## config.mk

```make
export PLATFORM = sky130hd
export DESIGN_NAME = pmu_ahb
export DESIGN_NICKNAME = d
export VERILOG_FILES = /design/src/ahb_pkg.sv /design/src/pmu_pkg.sv /design/src/ahb_slave_port.sv /design/src/pmu_counters.sv /design/src/pmu_regmap.sv /design/src/pmu_ahb.sv
export SDC_FILE = /design/constraint.sdc
export NUM_CORES = 2
export LEC_CHECK = 0
export BUFFER_PORTS_ARGS = -buffer_cell sky130_fd_sc_hd__buf_2
export CAP_MARGIN = 10
export CORE_UTILIZATION = 65
export DETAILED_ROUTE_END_ITERATION = 7
export PLACE_DENSITY = 0.89
export SKIP_CTS_REPAIR_TIMING = 1
export SLEW_MARGIN = 20
export SYNTH_ARGS = -nofsm -noshare
export SYNTH_HDL_FRONTEND = slang
export SYNTH_HIERARCHICAL = 1
export SYNTH_SLANG_ARGS = --single-unit
```

## constraint.sdc

```tcl
create_clock -name clk_i -period 12 [get_ports clk_i]
set_input_delay 3.6 -clock clk_i [delete_from_list [all_inputs] [get_ports clk_i]]
set_output_delay 3.6 -clock clk_i [all_outputs]
set_load 0.01 [all_outputs]
```

## src/ahb_pkg.sv

```systemverilog
// AHB-lite bus definitions shared by the slave port and the top level
// Bus widths
// Transfer type codes driven on htrans
// Response codes returned on hresp

`default_nettype none

package ahb_pkg;

    // --------------------------------------
    // Bus widths
    // --------------------------------------

    // Byte address bus
    localparam int HADDR_WIDTH = 32;
    // Read and write data buses
    localparam int HDATA_WIDTH = 32;

    // --------------------------------------
    // Transfer types (htrans)
    // --------------------------------------

    // No transfer wanted, slave answers OKAY
    localparam logic [1:0] TRANS_IDLE = 2'b00;
    // Master inserts a wait inside a burst
    localparam logic [1:0] TRANS_BUSY = 2'b01;
    // First beat of a burst or a single transfer
    localparam logic [1:0] TRANS_NONSEQ = 2'b10;
    // Following beats of a burst
    localparam logic [1:0] TRANS_SEQ = 2'b11;

    // --------------------------------------
    // Responses (hresp)
    // --------------------------------------

    // Transfer done or still in progress
    localparam logic [1:0] RESP_OKAY = 2'b00;
    // Transfer failed, always a two-cycle answer
    localparam logic [1:0] RESP_ERROR = 2'b01;

endpackage

`default_nettype wire

```

## src/pmu_pkg.sv

```systemverilog
// PMU register map definitions
// Register width
// Word indices of the fixed registers
// Bit positions inside the configuration register

`default_nettype none

package pmu_pkg;

    // --------------------------------------
    // Register geometry
    // --------------------------------------

    // Every register in the map is one bus word
    localparam int REG_WIDTH = 32;

    // --------------------------------------
    // Word indices
    // --------------------------------------

    // Configuration register sits at the bottom of the map
    localparam int CFG_INDEX = 0;
    // Counters follow it back to back
    // Status register comes right after the last counter
    localparam int COUNTER_BASE = 1;

    // --------------------------------------
    // Configuration bits
    // --------------------------------------

    // Global count enable, stored
    localparam int CFG_EN_BIT = 0;
    // Soft reset request, acts once and reads as zero
    localparam int CFG_SOFTRST_BIT = 1;

endpackage

`default_nettype wire

```

## src/ahb_slave_port.sv

```systemverilog
// AHB-lite slave front end of the PMU
// Address-phase capture into data-phase state
// Range check of the word index
// Two-cycle ERROR response FSM
// Read and write strobes toward the register map

`timescale 1ns/1ns
`default_nettype none

module ahb_slave_port #(
    // Number of words in the register map
    parameter int N_REGS = 26
) (
    input  wire                            clk_i,
    input  wire                            rstn_i,
    // Bus side
    input  wire                            hsel_i,
    input  wire                            hreadyi_i,
    input  wire [ahb_pkg::HADDR_WIDTH-1:0] haddr_i,
    input  wire                            hwrite_i,
    input  wire [1:0]                      htrans_i,
    input  wire [ahb_pkg::HDATA_WIDTH-1:0] hwdata_i,
    output logic                           hreadyo_o,
    output logic [1:0]                     hresp_o,
    output logic [ahb_pkg::HDATA_WIDTH-1:0] hrdata_o,
    // Register map side
    input  wire [ahb_pkg::HDATA_WIDTH-1:0] rdata_i,
    output logic                           wr_en_o,
    output logic                           rd_en_o,
    output logic [$clog2(N_REGS)-1:0]      idx_o,
    output logic [ahb_pkg::HDATA_WIDTH-1:0] wdata_o
);

    // Word index keeps every address bit above the byte offset
    localparam int WORD_W = ahb_pkg::HADDR_WIDTH - 2;
    localparam int IDX_WIDTH = $clog2(N_REGS);
    // First index outside the map
    localparam logic [WORD_W-1:0] IDX_LIMIT = WORD_W'(N_REGS);

    // Error FSM states
    localparam logic ST_OKAY = 1'b0;
    localparam logic ST_ERR_TAIL = 1'b1;

    logic              accept;
    logic              dp_active_q;
    logic              dp_write_q;
    logic [WORD_W-1:0] dp_idx_q;
    logic              in_range;
    logic              err_state_q;
    logic              err_start;

    // --------------------------------------
    // Address phase
    // --------------------------------------

    // Only NONSEQ and SEQ carry a transfer
    // IDLE and BUSY just get the default OKAY
    assign accept = hsel_i && hreadyi_i &&
                    ((htrans_i == ahb_pkg::TRANS_NONSEQ) ||
                     (htrans_i == ahb_pkg::TRANS_SEQ));

    // Data phase is live in the cycle after an accepted address phase
    always_ff @(posedge clk_i or negedge rstn_i) begin
        if (!rstn_i) begin
            dp_active_q <= 1'b0;
        end else begin
            dp_active_q <= accept;
        end
    end

    // Direction and word index of the accepted transfer
    always_ff @(posedge clk_i) begin
        if (accept) begin
            dp_write_q <= hwrite_i;
            dp_idx_q   <= haddr_i[ahb_pkg::HADDR_WIDTH-1:2];
        end
    end

    // --------------------------------------
    // Data phase
    // --------------------------------------

    assign in_range = (dp_idx_q < IDX_LIMIT);

    // Out-of-range transfer opens the ERROR sequence
    // Guarded by the state so a stuck index cannot stall forever
    assign err_start = dp_active_q && !in_range && (err_state_q == ST_OKAY);

    always_ff @(posedge clk_i or negedge rstn_i) begin
        if (!rstn_i) begin
            err_state_q <= ST_OKAY;
        end else if (err_start) begin
            err_state_q <= ST_ERR_TAIL;
        end else begin
            err_state_q <= ST_OKAY;
        end
    end

    // First ERROR cycle stretches the transfer, second one ends it
    always_comb begin
        if (err_start) begin
            hreadyo_o = 1'b0;
            hresp_o   = ahb_pkg::RESP_ERROR;
        end else if (err_state_q == ST_ERR_TAIL) begin
            hreadyo_o = 1'b1;
            hresp_o   = ahb_pkg::RESP_ERROR;
        end else begin
            hreadyo_o = 1'b1;
            hresp_o   = ahb_pkg::RESP_OKAY;
        end
    end

    // Strobes toward the register map, only for in-range words
    assign wr_en_o = dp_active_q && dp_write_q && in_range;
    assign rd_en_o = dp_active_q && !dp_write_q && in_range;
    assign idx_o   = dp_idx_q[IDX_WIDTH-1:0];

    // Write data is valid on the bus during the data phase itself
    assign wdata_o = hwdata_i;

    // Idle, write and error cycles return zero
    assign hrdata_o = rd_en_o ? rdata_i : '0;

endmodule

`default_nettype wire

```

## src/pmu_counters.sv

```systemverilog
// PMU event counter bank
// One 32-bit counter per event input
// Wrap detection and sticky overflow status
// Registered overflow interrupt

`timescale 1ns/1ns
`default_nettype none

module pmu_counters #(
    parameter int N_COUNTERS = 24
) (
    input  wire                                  clk_i,
    input  wire                                  rstn_i,
    input  wire [N_COUNTERS-1:0]                 events_i,
    input  wire                                  count_en_i,
    input  wire                                  clear_i,
    input  wire                                  cnt_we_i,
    input  wire [((N_COUNTERS > 1) ? $clog2(N_COUNTERS) : 1)-1:0] cnt_sel_i,
    input  wire                                  st_we_i,
    input  wire [pmu_pkg::REG_WIDTH-1:0]         wdata_i,
    output logic [N_COUNTERS*pmu_pkg::REG_WIDTH-1:0] counters_o,
    output logic [N_COUNTERS-1:0]                status_o,
    output logic                                 intr_overflow_o
);

    localparam int SEL_WIDTH = (N_COUNTERS > 1) ? $clog2(N_COUNTERS) : 1;

    logic [pmu_pkg::REG_WIDTH-1:0] cnt_q [N_COUNTERS];
    logic [N_COUNTERS-1:0]         wrap;
    logic [N_COUNTERS-1:0]         status_d;
    logic [N_COUNTERS-1:0]         status_q;
    logic                          intr_q;

    // --------------------------------------
    // Counters
    // --------------------------------------

    for (genvar i = 0; i < N_COUNTERS; i++) begin : g_cnt
        logic inc;
        logic hit;

        // Enabled event in this cycle
        assign inc = count_en_i && events_i[i];
        // Bus write aimed at this counter
        assign hit = cnt_we_i && (cnt_sel_i == SEL_WIDTH'(i));

        // A bus write replaces the increment, so no wrap then
        assign wrap[i] = inc && !hit && (cnt_q[i] == '1);

        // Priority: soft reset, bus write, increment
        always_ff @(posedge clk_i or negedge rstn_i) begin
            if (!rstn_i) begin
                cnt_q[i] <= '0;
            end else if (clear_i) begin
                cnt_q[i] <= '0;
            end else if (hit) begin
                cnt_q[i] <= wdata_i;
            end else if (inc) begin
                cnt_q[i] <= cnt_q[i] + 1;
            end
        end

        assign counters_o[i*pmu_pkg::REG_WIDTH +: pmu_pkg::REG_WIDTH] = cnt_q[i];
    end

    // --------------------------------------
    // Overflow status
    // --------------------------------------

    // A wrap wins over a write-1-to-clear in the same cycle
    always_comb begin
        if (clear_i) begin
            status_d = '0;
        end else begin
            status_d = status_q;
            if (st_we_i) begin
                status_d = status_d & ~wdata_i[N_COUNTERS-1:0];
            end
            status_d = status_d | wrap;
        end
    end

    // Interrupt taken from the next status so it rises with the wrap
    always_ff @(posedge clk_i or negedge rstn_i) begin
        if (!rstn_i) begin
            status_q <= '0;
            intr_q   <= 1'b0;
        end else begin
            status_q <= status_d;
            intr_q   <= |status_d;
        end
    end

    assign status_o        = status_q;
    assign intr_overflow_o = intr_q;

endmodule

`default_nettype wire

```

## src/pmu_regmap.sv

```systemverilog
// PMU register map
// Configuration register with count enable
// Self-clearing soft reset strobe
// Write decode into the counter bank
// Read data multiplexer

`timescale 1ns/1ns
`default_nettype none

module pmu_regmap #(
    parameter int N_COUNTERS = 24
) (
    input  wire                                 clk_i,
    input  wire                                 rstn_i,
    input  wire                                 wr_en_i,
    input  wire                                 rd_en_i,
    input  wire [$clog2(N_COUNTERS+2)-1:0]      idx_i,
    input  wire [ahb_pkg::HDATA_WIDTH-1:0]      wdata_i,
    input  wire [N_COUNTERS-1:0]                events_i,
    output logic [ahb_pkg::HDATA_WIDTH-1:0]     rdata_o,
    output logic                                intr_overflow_o
);

    // Map size follows the counter count
    localparam int N_REGS = N_COUNTERS + 2;
    localparam int IDX_WIDTH = $clog2(N_REGS);
    localparam int STATUS_INDEX = N_COUNTERS + 1;
    // Counter number needs at least one bit
    localparam int SEL_WIDTH = (N_COUNTERS > 1) ? $clog2(N_COUNTERS) : 1;

    logic                                   cfg_en_q;
    logic                                   cfg_we;
    logic                                   soft_clear;
    logic                                   cnt_we;
    logic                                   st_we;
    logic [IDX_WIDTH-1:0]                   cnt_offset;
    logic [SEL_WIDTH-1:0]                   cnt_sel;
    logic [N_COUNTERS*pmu_pkg::REG_WIDTH-1:0] counters;
    logic [N_COUNTERS-1:0]                  status;

    // --------------------------------------
    // Write decode
    // --------------------------------------

    assign cfg_we = wr_en_i && (idx_i == IDX_WIDTH'(pmu_pkg::CFG_INDEX));
    assign st_we  = wr_en_i && (idx_i == IDX_WIDTH'(STATUS_INDEX));
    assign cnt_we = wr_en_i &&
                    (idx_i >= IDX_WIDTH'(pmu_pkg::COUNTER_BASE)) &&
                    (idx_i <  IDX_WIDTH'(pmu_pkg::COUNTER_BASE + N_COUNTERS));

    // Counter number relative to the first counter word
    assign cnt_offset = idx_i - IDX_WIDTH'(pmu_pkg::COUNTER_BASE);
    assign cnt_sel    = cnt_offset[SEL_WIDTH-1:0];

    // Soft reset lives only for the write data phase
    // Counters see it at the edge that ends that phase
    assign soft_clear = cfg_we && wdata_i[pmu_pkg::CFG_SOFTRST_BIT];

    // --------------------------------------
    // Configuration register
    // --------------------------------------

    always_ff @(posedge clk_i or negedge rstn_i) begin
        if (!rstn_i) begin
            cfg_en_q <= 1'b0;
        end else if (cfg_we) begin
            cfg_en_q <= wdata_i[pmu_pkg::CFG_EN_BIT];
        end
    end

    // --------------------------------------
    // Counter bank
    // --------------------------------------

    pmu_counters #(
        .N_COUNTERS (N_COUNTERS)
    ) u_counters (
        .clk_i           (clk_i),
        .rstn_i          (rstn_i),
        .events_i        (events_i),
        .count_en_i      (cfg_en_q),
        .clear_i         (soft_clear),
        .cnt_we_i        (cnt_we),
        .cnt_sel_i       (cnt_sel),
        .st_we_i         (st_we),
        .wdata_i         (wdata_i),
        .counters_o      (counters),
        .status_o        (status),
        .intr_overflow_o (intr_overflow_o)
    );

    // --------------------------------------
    // Read multiplexer
    // --------------------------------------

    // Unused config bits and the soft reset bit read as zero
    always_comb begin
        rdata_o = '0;
        if (rd_en_i) begin
            if (idx_i == IDX_WIDTH'(pmu_pkg::CFG_INDEX)) begin
                rdata_o[pmu_pkg::CFG_EN_BIT] = cfg_en_q;
            end else if (idx_i == IDX_WIDTH'(STATUS_INDEX)) begin
                rdata_o[N_COUNTERS-1:0] = status;
            end else begin
                // Remaining in-range words are counters
                rdata_o = counters[cnt_sel*pmu_pkg::REG_WIDTH +: pmu_pkg::REG_WIDTH];
            end
        end
    end

endmodule

`default_nettype wire

```

## src/pmu_ahb.sv

```systemverilog
// PMU top level with AHB-lite slave port
// Slave port instance handling bus phases and errors
// Register map instance holding config, counters and status

`timescale 1ns/1ns
`default_nettype none

module pmu_ahb #(
    // Number of event counters, 1 to 30
    parameter int N_COUNTERS = 24
) (
    input  wire                             clk_i,
    input  wire                             rstn_i,
    // AHB-lite slave
    input  wire                             hsel_i,
    input  wire                             hreadyi_i,
    input  wire [ahb_pkg::HADDR_WIDTH-1:0]  haddr_i,
    input  wire                             hwrite_i,
    input  wire [1:0]                       htrans_i,
    input  wire [ahb_pkg::HDATA_WIDTH-1:0]  hwdata_i,
    output wire                             hreadyo_o,
    output wire [1:0]                       hresp_o,
    output wire [ahb_pkg::HDATA_WIDTH-1:0]  hrdata_o,
    // Event inputs and overflow interrupt
    input  wire [N_COUNTERS-1:0]            events_i,
    output wire                             intr_overflow_o
);

    // Config word, counters, status word
    localparam int N_REGS = N_COUNTERS + 2;
    localparam int IDX_WIDTH = $clog2(N_REGS);

    // --------------------------------------
    // Internal strobes
    // --------------------------------------

    wire                            wr_en;
    wire                            rd_en;
    wire [IDX_WIDTH-1:0]            idx;
    wire [ahb_pkg::HDATA_WIDTH-1:0] wdata;
    wire [ahb_pkg::HDATA_WIDTH-1:0] rdata;

    // Bus protocol and range check
    ahb_slave_port #(
        .N_REGS (N_REGS)
    ) u_slave_port (
        .clk_i     (clk_i),
        .rstn_i    (rstn_i),
        .hsel_i    (hsel_i),
        .hreadyi_i (hreadyi_i),
        .haddr_i   (haddr_i),
        .hwrite_i  (hwrite_i),
        .htrans_i  (htrans_i),
        .hwdata_i  (hwdata_i),
        .hreadyo_o (hreadyo_o),
        .hresp_o   (hresp_o),
        .hrdata_o  (hrdata_o),
        .rdata_i   (rdata),
        .wr_en_o   (wr_en),
        .rd_en_o   (rd_en),
        .idx_o     (idx),
        .wdata_o   (wdata)
    );

    // Registers and counter bank
    pmu_regmap #(
        .N_COUNTERS (N_COUNTERS)
    ) u_regmap (
        .clk_i           (clk_i),
        .rstn_i          (rstn_i),
        .wr_en_i         (wr_en),
        .rd_en_i         (rd_en),
        .idx_i           (idx),
        .wdata_i         (wdata),
        .events_i        (events_i),
        .rdata_o         (rdata),
        .intr_overflow_o (intr_overflow_o)
    );

endmodule

`default_nettype wire

```

==> results.tsv <==
metric	value	unit
RSZ-0062 raised after global routing	no	
final clock skew	0.0282	ns
first-pass GRT wire length	291	mm
detailed-route wire length per cell	27.0	um
Slew Viols, Final	0	
H-Tree Depth	3	
Via-to-Cell Ratio	7.32	
max_cap viols	0	
DRC	6	
post-route ant nets	0	
arrival time worst endpoint	6.28	ns
total gr overflow	0	
final core utilization	70.2	%
first-pass iteration count of the detailed router	8	
syn avg cell area	8.80	um^2
minimum clock period	9.88	ns
PortBufs	126	
mux cell area share after synthesis	7.46	%
Slowest-stage cell, CP	inv_2	
dpl cells	7059	
crit-path max FO	77	
ys async rst share	96.3	%
Die Wd	293	um
leakage power	0.0224	uW
Synth Area in Compound Gates	15.8	%
Placer Congestion	1.06	
XOR/XNOR share of the synthesized area	9.83	%
most common cell after layout, fill and taps aside	nor2_1	
Ys Warns	6	
cell area power density	151	nW/um^2
chip height	293	um
Setup TNS Final	0	ns
DP HPWL	126	mm
Skew-Pair Late Insertion Delay	0.68	ns
CTS tree	done	
number of buffers created by CTS	93	
max_slew headroom	9.41	%
area grow syn2layout	6.84	%
Post-Syn Area	55000	um^2
Clock Path Buffers	3	
most frequent cells in the layout	nor2_1 (901), dfrtp_1 (795), a211oi_1 (615)	
CTS Sinks	827	
simple-gate share of the synthesized area	23.4	%
Fin. Hold Viols	0	
Worst-Margin Slew	1.35	ns
area occupied by multi-input gates	31500	um^2
sequential cell area	20900	um^2
Final nets	6142	
combinational family with the most area after synthesis	simple AND/OR/NAND/NOR gates	
DRT iter0 DRCs	8985	
die area	85700	um^2
dominant synthesized flop cell	dfrtp_1	
largest net degree at the start of global routing	179	
Final Non-Filler Cells	7242	
syn_nets	6367	
initial core utilization	65.7	%
initial antenna violation count	10	
setup violators final	0	
required time worst endpoint	8.40	ns
I/O Pins	131	
core region area	83700	um^2
worst hold path type	reg -> reg	
Seq/Total Area, Yosys	37.9	%
Worst-path clk slew	0.06	ns
FP Rows	106	
Setup crit end kind	output port	
post-synthesis instance total	6246	
Max Fclk	0.101	GHz
final wirelength	195	mm
Peak VDD IR	157	uV
final cycle utilization of the critical path	82.3	%
status	complete, but fails checks	
root buffer selected by CTS	clkbuf_16	
Filler Cell Count	6048	
CP startpoint kind	flip-flop	
Synth Register Bits	827	
kind of critical path	reg -> out	
violated checks	DRC	
CP cell instances	inv_2, ha_4, buf_12, buf_4, mux2i_1, nand3_1, and4_1, a32oi_1, a21oi_1, inv_1, nor4_2, buf_2	
vias	53000	
layout cells sized above 1	8.12	%
EDFF count, synth	31	
vias in the first global route	48700	
synth unique cells	89	
crit-path max cell delay	0.81	ns
post-synthesis adder-cell area fraction	0.592	%
GRT Total Usage	44.3	%
[state kept, by name, indices dropped and copies added (netlist names)]
| signal | cells |
|---|---|
| u_regmap/cfg_en_q | 1 |
| u_regmap/u_counters/counters_o | 768 |
| u_regmap/u_counters/intr_overflow_o | 1 |
| u_regmap/u_counters/status_o | 24 |
| u_slave_port/dp_active_q | 1 |
| u_slave_port/dp_idx_q | 30 |
| u_slave_port/dp_write_q | 1 |
| u_slave_port/err_state_q | 1 |
[per-layer routing]
layer | part of all wire (%) | track usage, % | wire length [um]
met3 | 16 | 16.7 | 30700
met5 | 0.11 | 0.964 | 208
met4 | 8.6 | 30.7 | 16800
met2 | 41 | 62.5 | 80400
met1 | 34 | 56.0 | 67300
[per-stage QoR]
step / hold slack [ns] / cell area [um^2] / power (uW) / worst slack, ns
3_3_place_gp: 0.522 / 55400 / 5640 / 3.48
4_1_cts: 0.544 / 58600 / 8720 / 2.63
3_5_place_dp: 0.535 / 55400 / 5740 / 3.39
6_report: 0.549 / 58700 / 8850 / 2.12
2_1_floorplan: 0.488 / 55000 / 5040 / 5.14
5_1_grt: 0.588 / 58700 / 9110 / 2.15
[logic make-up after synthesis]
logic type               Yosys count
adder cells (fa/ha/maj)           26
buffers and inverters            632
other                              1
flip-flops                       827
multiplexers                     342
XOR/XNOR                         616
AND/OR/NAND/NOR                 2609
AO/OA/AOI/OAI                   1193
[path summary, 6_finish.rpt]
check / to / slack, ns / cells after the start / from
min: u_regmap/u_counters/status_o[13] / 0.55 / 2 / u_regmap/u_counters/status_o[13]
max: hrdata_o[12] / 2.12 / 12 / u_slave_port/dp_idx_q[0]
min in group asynchronous: u_regmap/u_counters/counters_o[393] / 2.92 / 1 / rstn_i
max in group asynchronous: u_regmap/u_counters/counters_o[598] / 6.92 / 3 / rstn_i
max reg2reg: u_regmap/u_counters/intr_overflow_o / 4.91 / 12 / u_slave_port/dp_idx_q[0]
min reg2reg: u_regmap/u_counters/status_o[13] / 0.55 / 2 / u_regmap/u_counters/status_o[13]
[worst max-delay path: cells and delay by family (launching register included)]
kind / cells / cell delay, ns
AOI/OAI and AO/OA: 2 / 0.65
and+or+nand+nor: 3 / 0.92
DFF: 1 / 0.44
muxes: 1 / 0.38
adders and majority gates: 1 / 0.71
buffers and inverters: 5 / 2.29
[cell usage after synthesis, types with 100 or more instances]
master    instances  share of area [%]
dfrtp_1         796                 36
nand3_1         421                3.8
and3_1          117                1.3
nand4_1         198                2.3
nor2_1          901                6.2
a211oi_1        615                8.4
xor2_1          433                6.9
xnor2_1         182                2.9
mux2i_1         286                5.2
inv_1           107               0.73
o21ai_0         135                1.2
clkbuf_1        349                2.4
nand2_1         466                3.2
a311oi_1        100                1.6
[where the power goes]
part / switching (uW) / total [uW] / internal, uW
Sequential: 680 / 3940 / 3260
Combinational: 1100 / 1920 / 818
Clock: 1240 / 3000 / 1760
[layout make-up]
class / count / share of cell area (%)
multi-input cells: 4787 / 53.6
clock buffers: 140 / 4.83
diodes: 11 / 0.0469
flip-flops and latches: 827 / 35.5
well taps: 1134 / 2.42
clock inverters: 31 / 0.586
repair buffers: 203 / 2.25
inverters: 109 / 0.701
(Power assumes the default switching activity.)
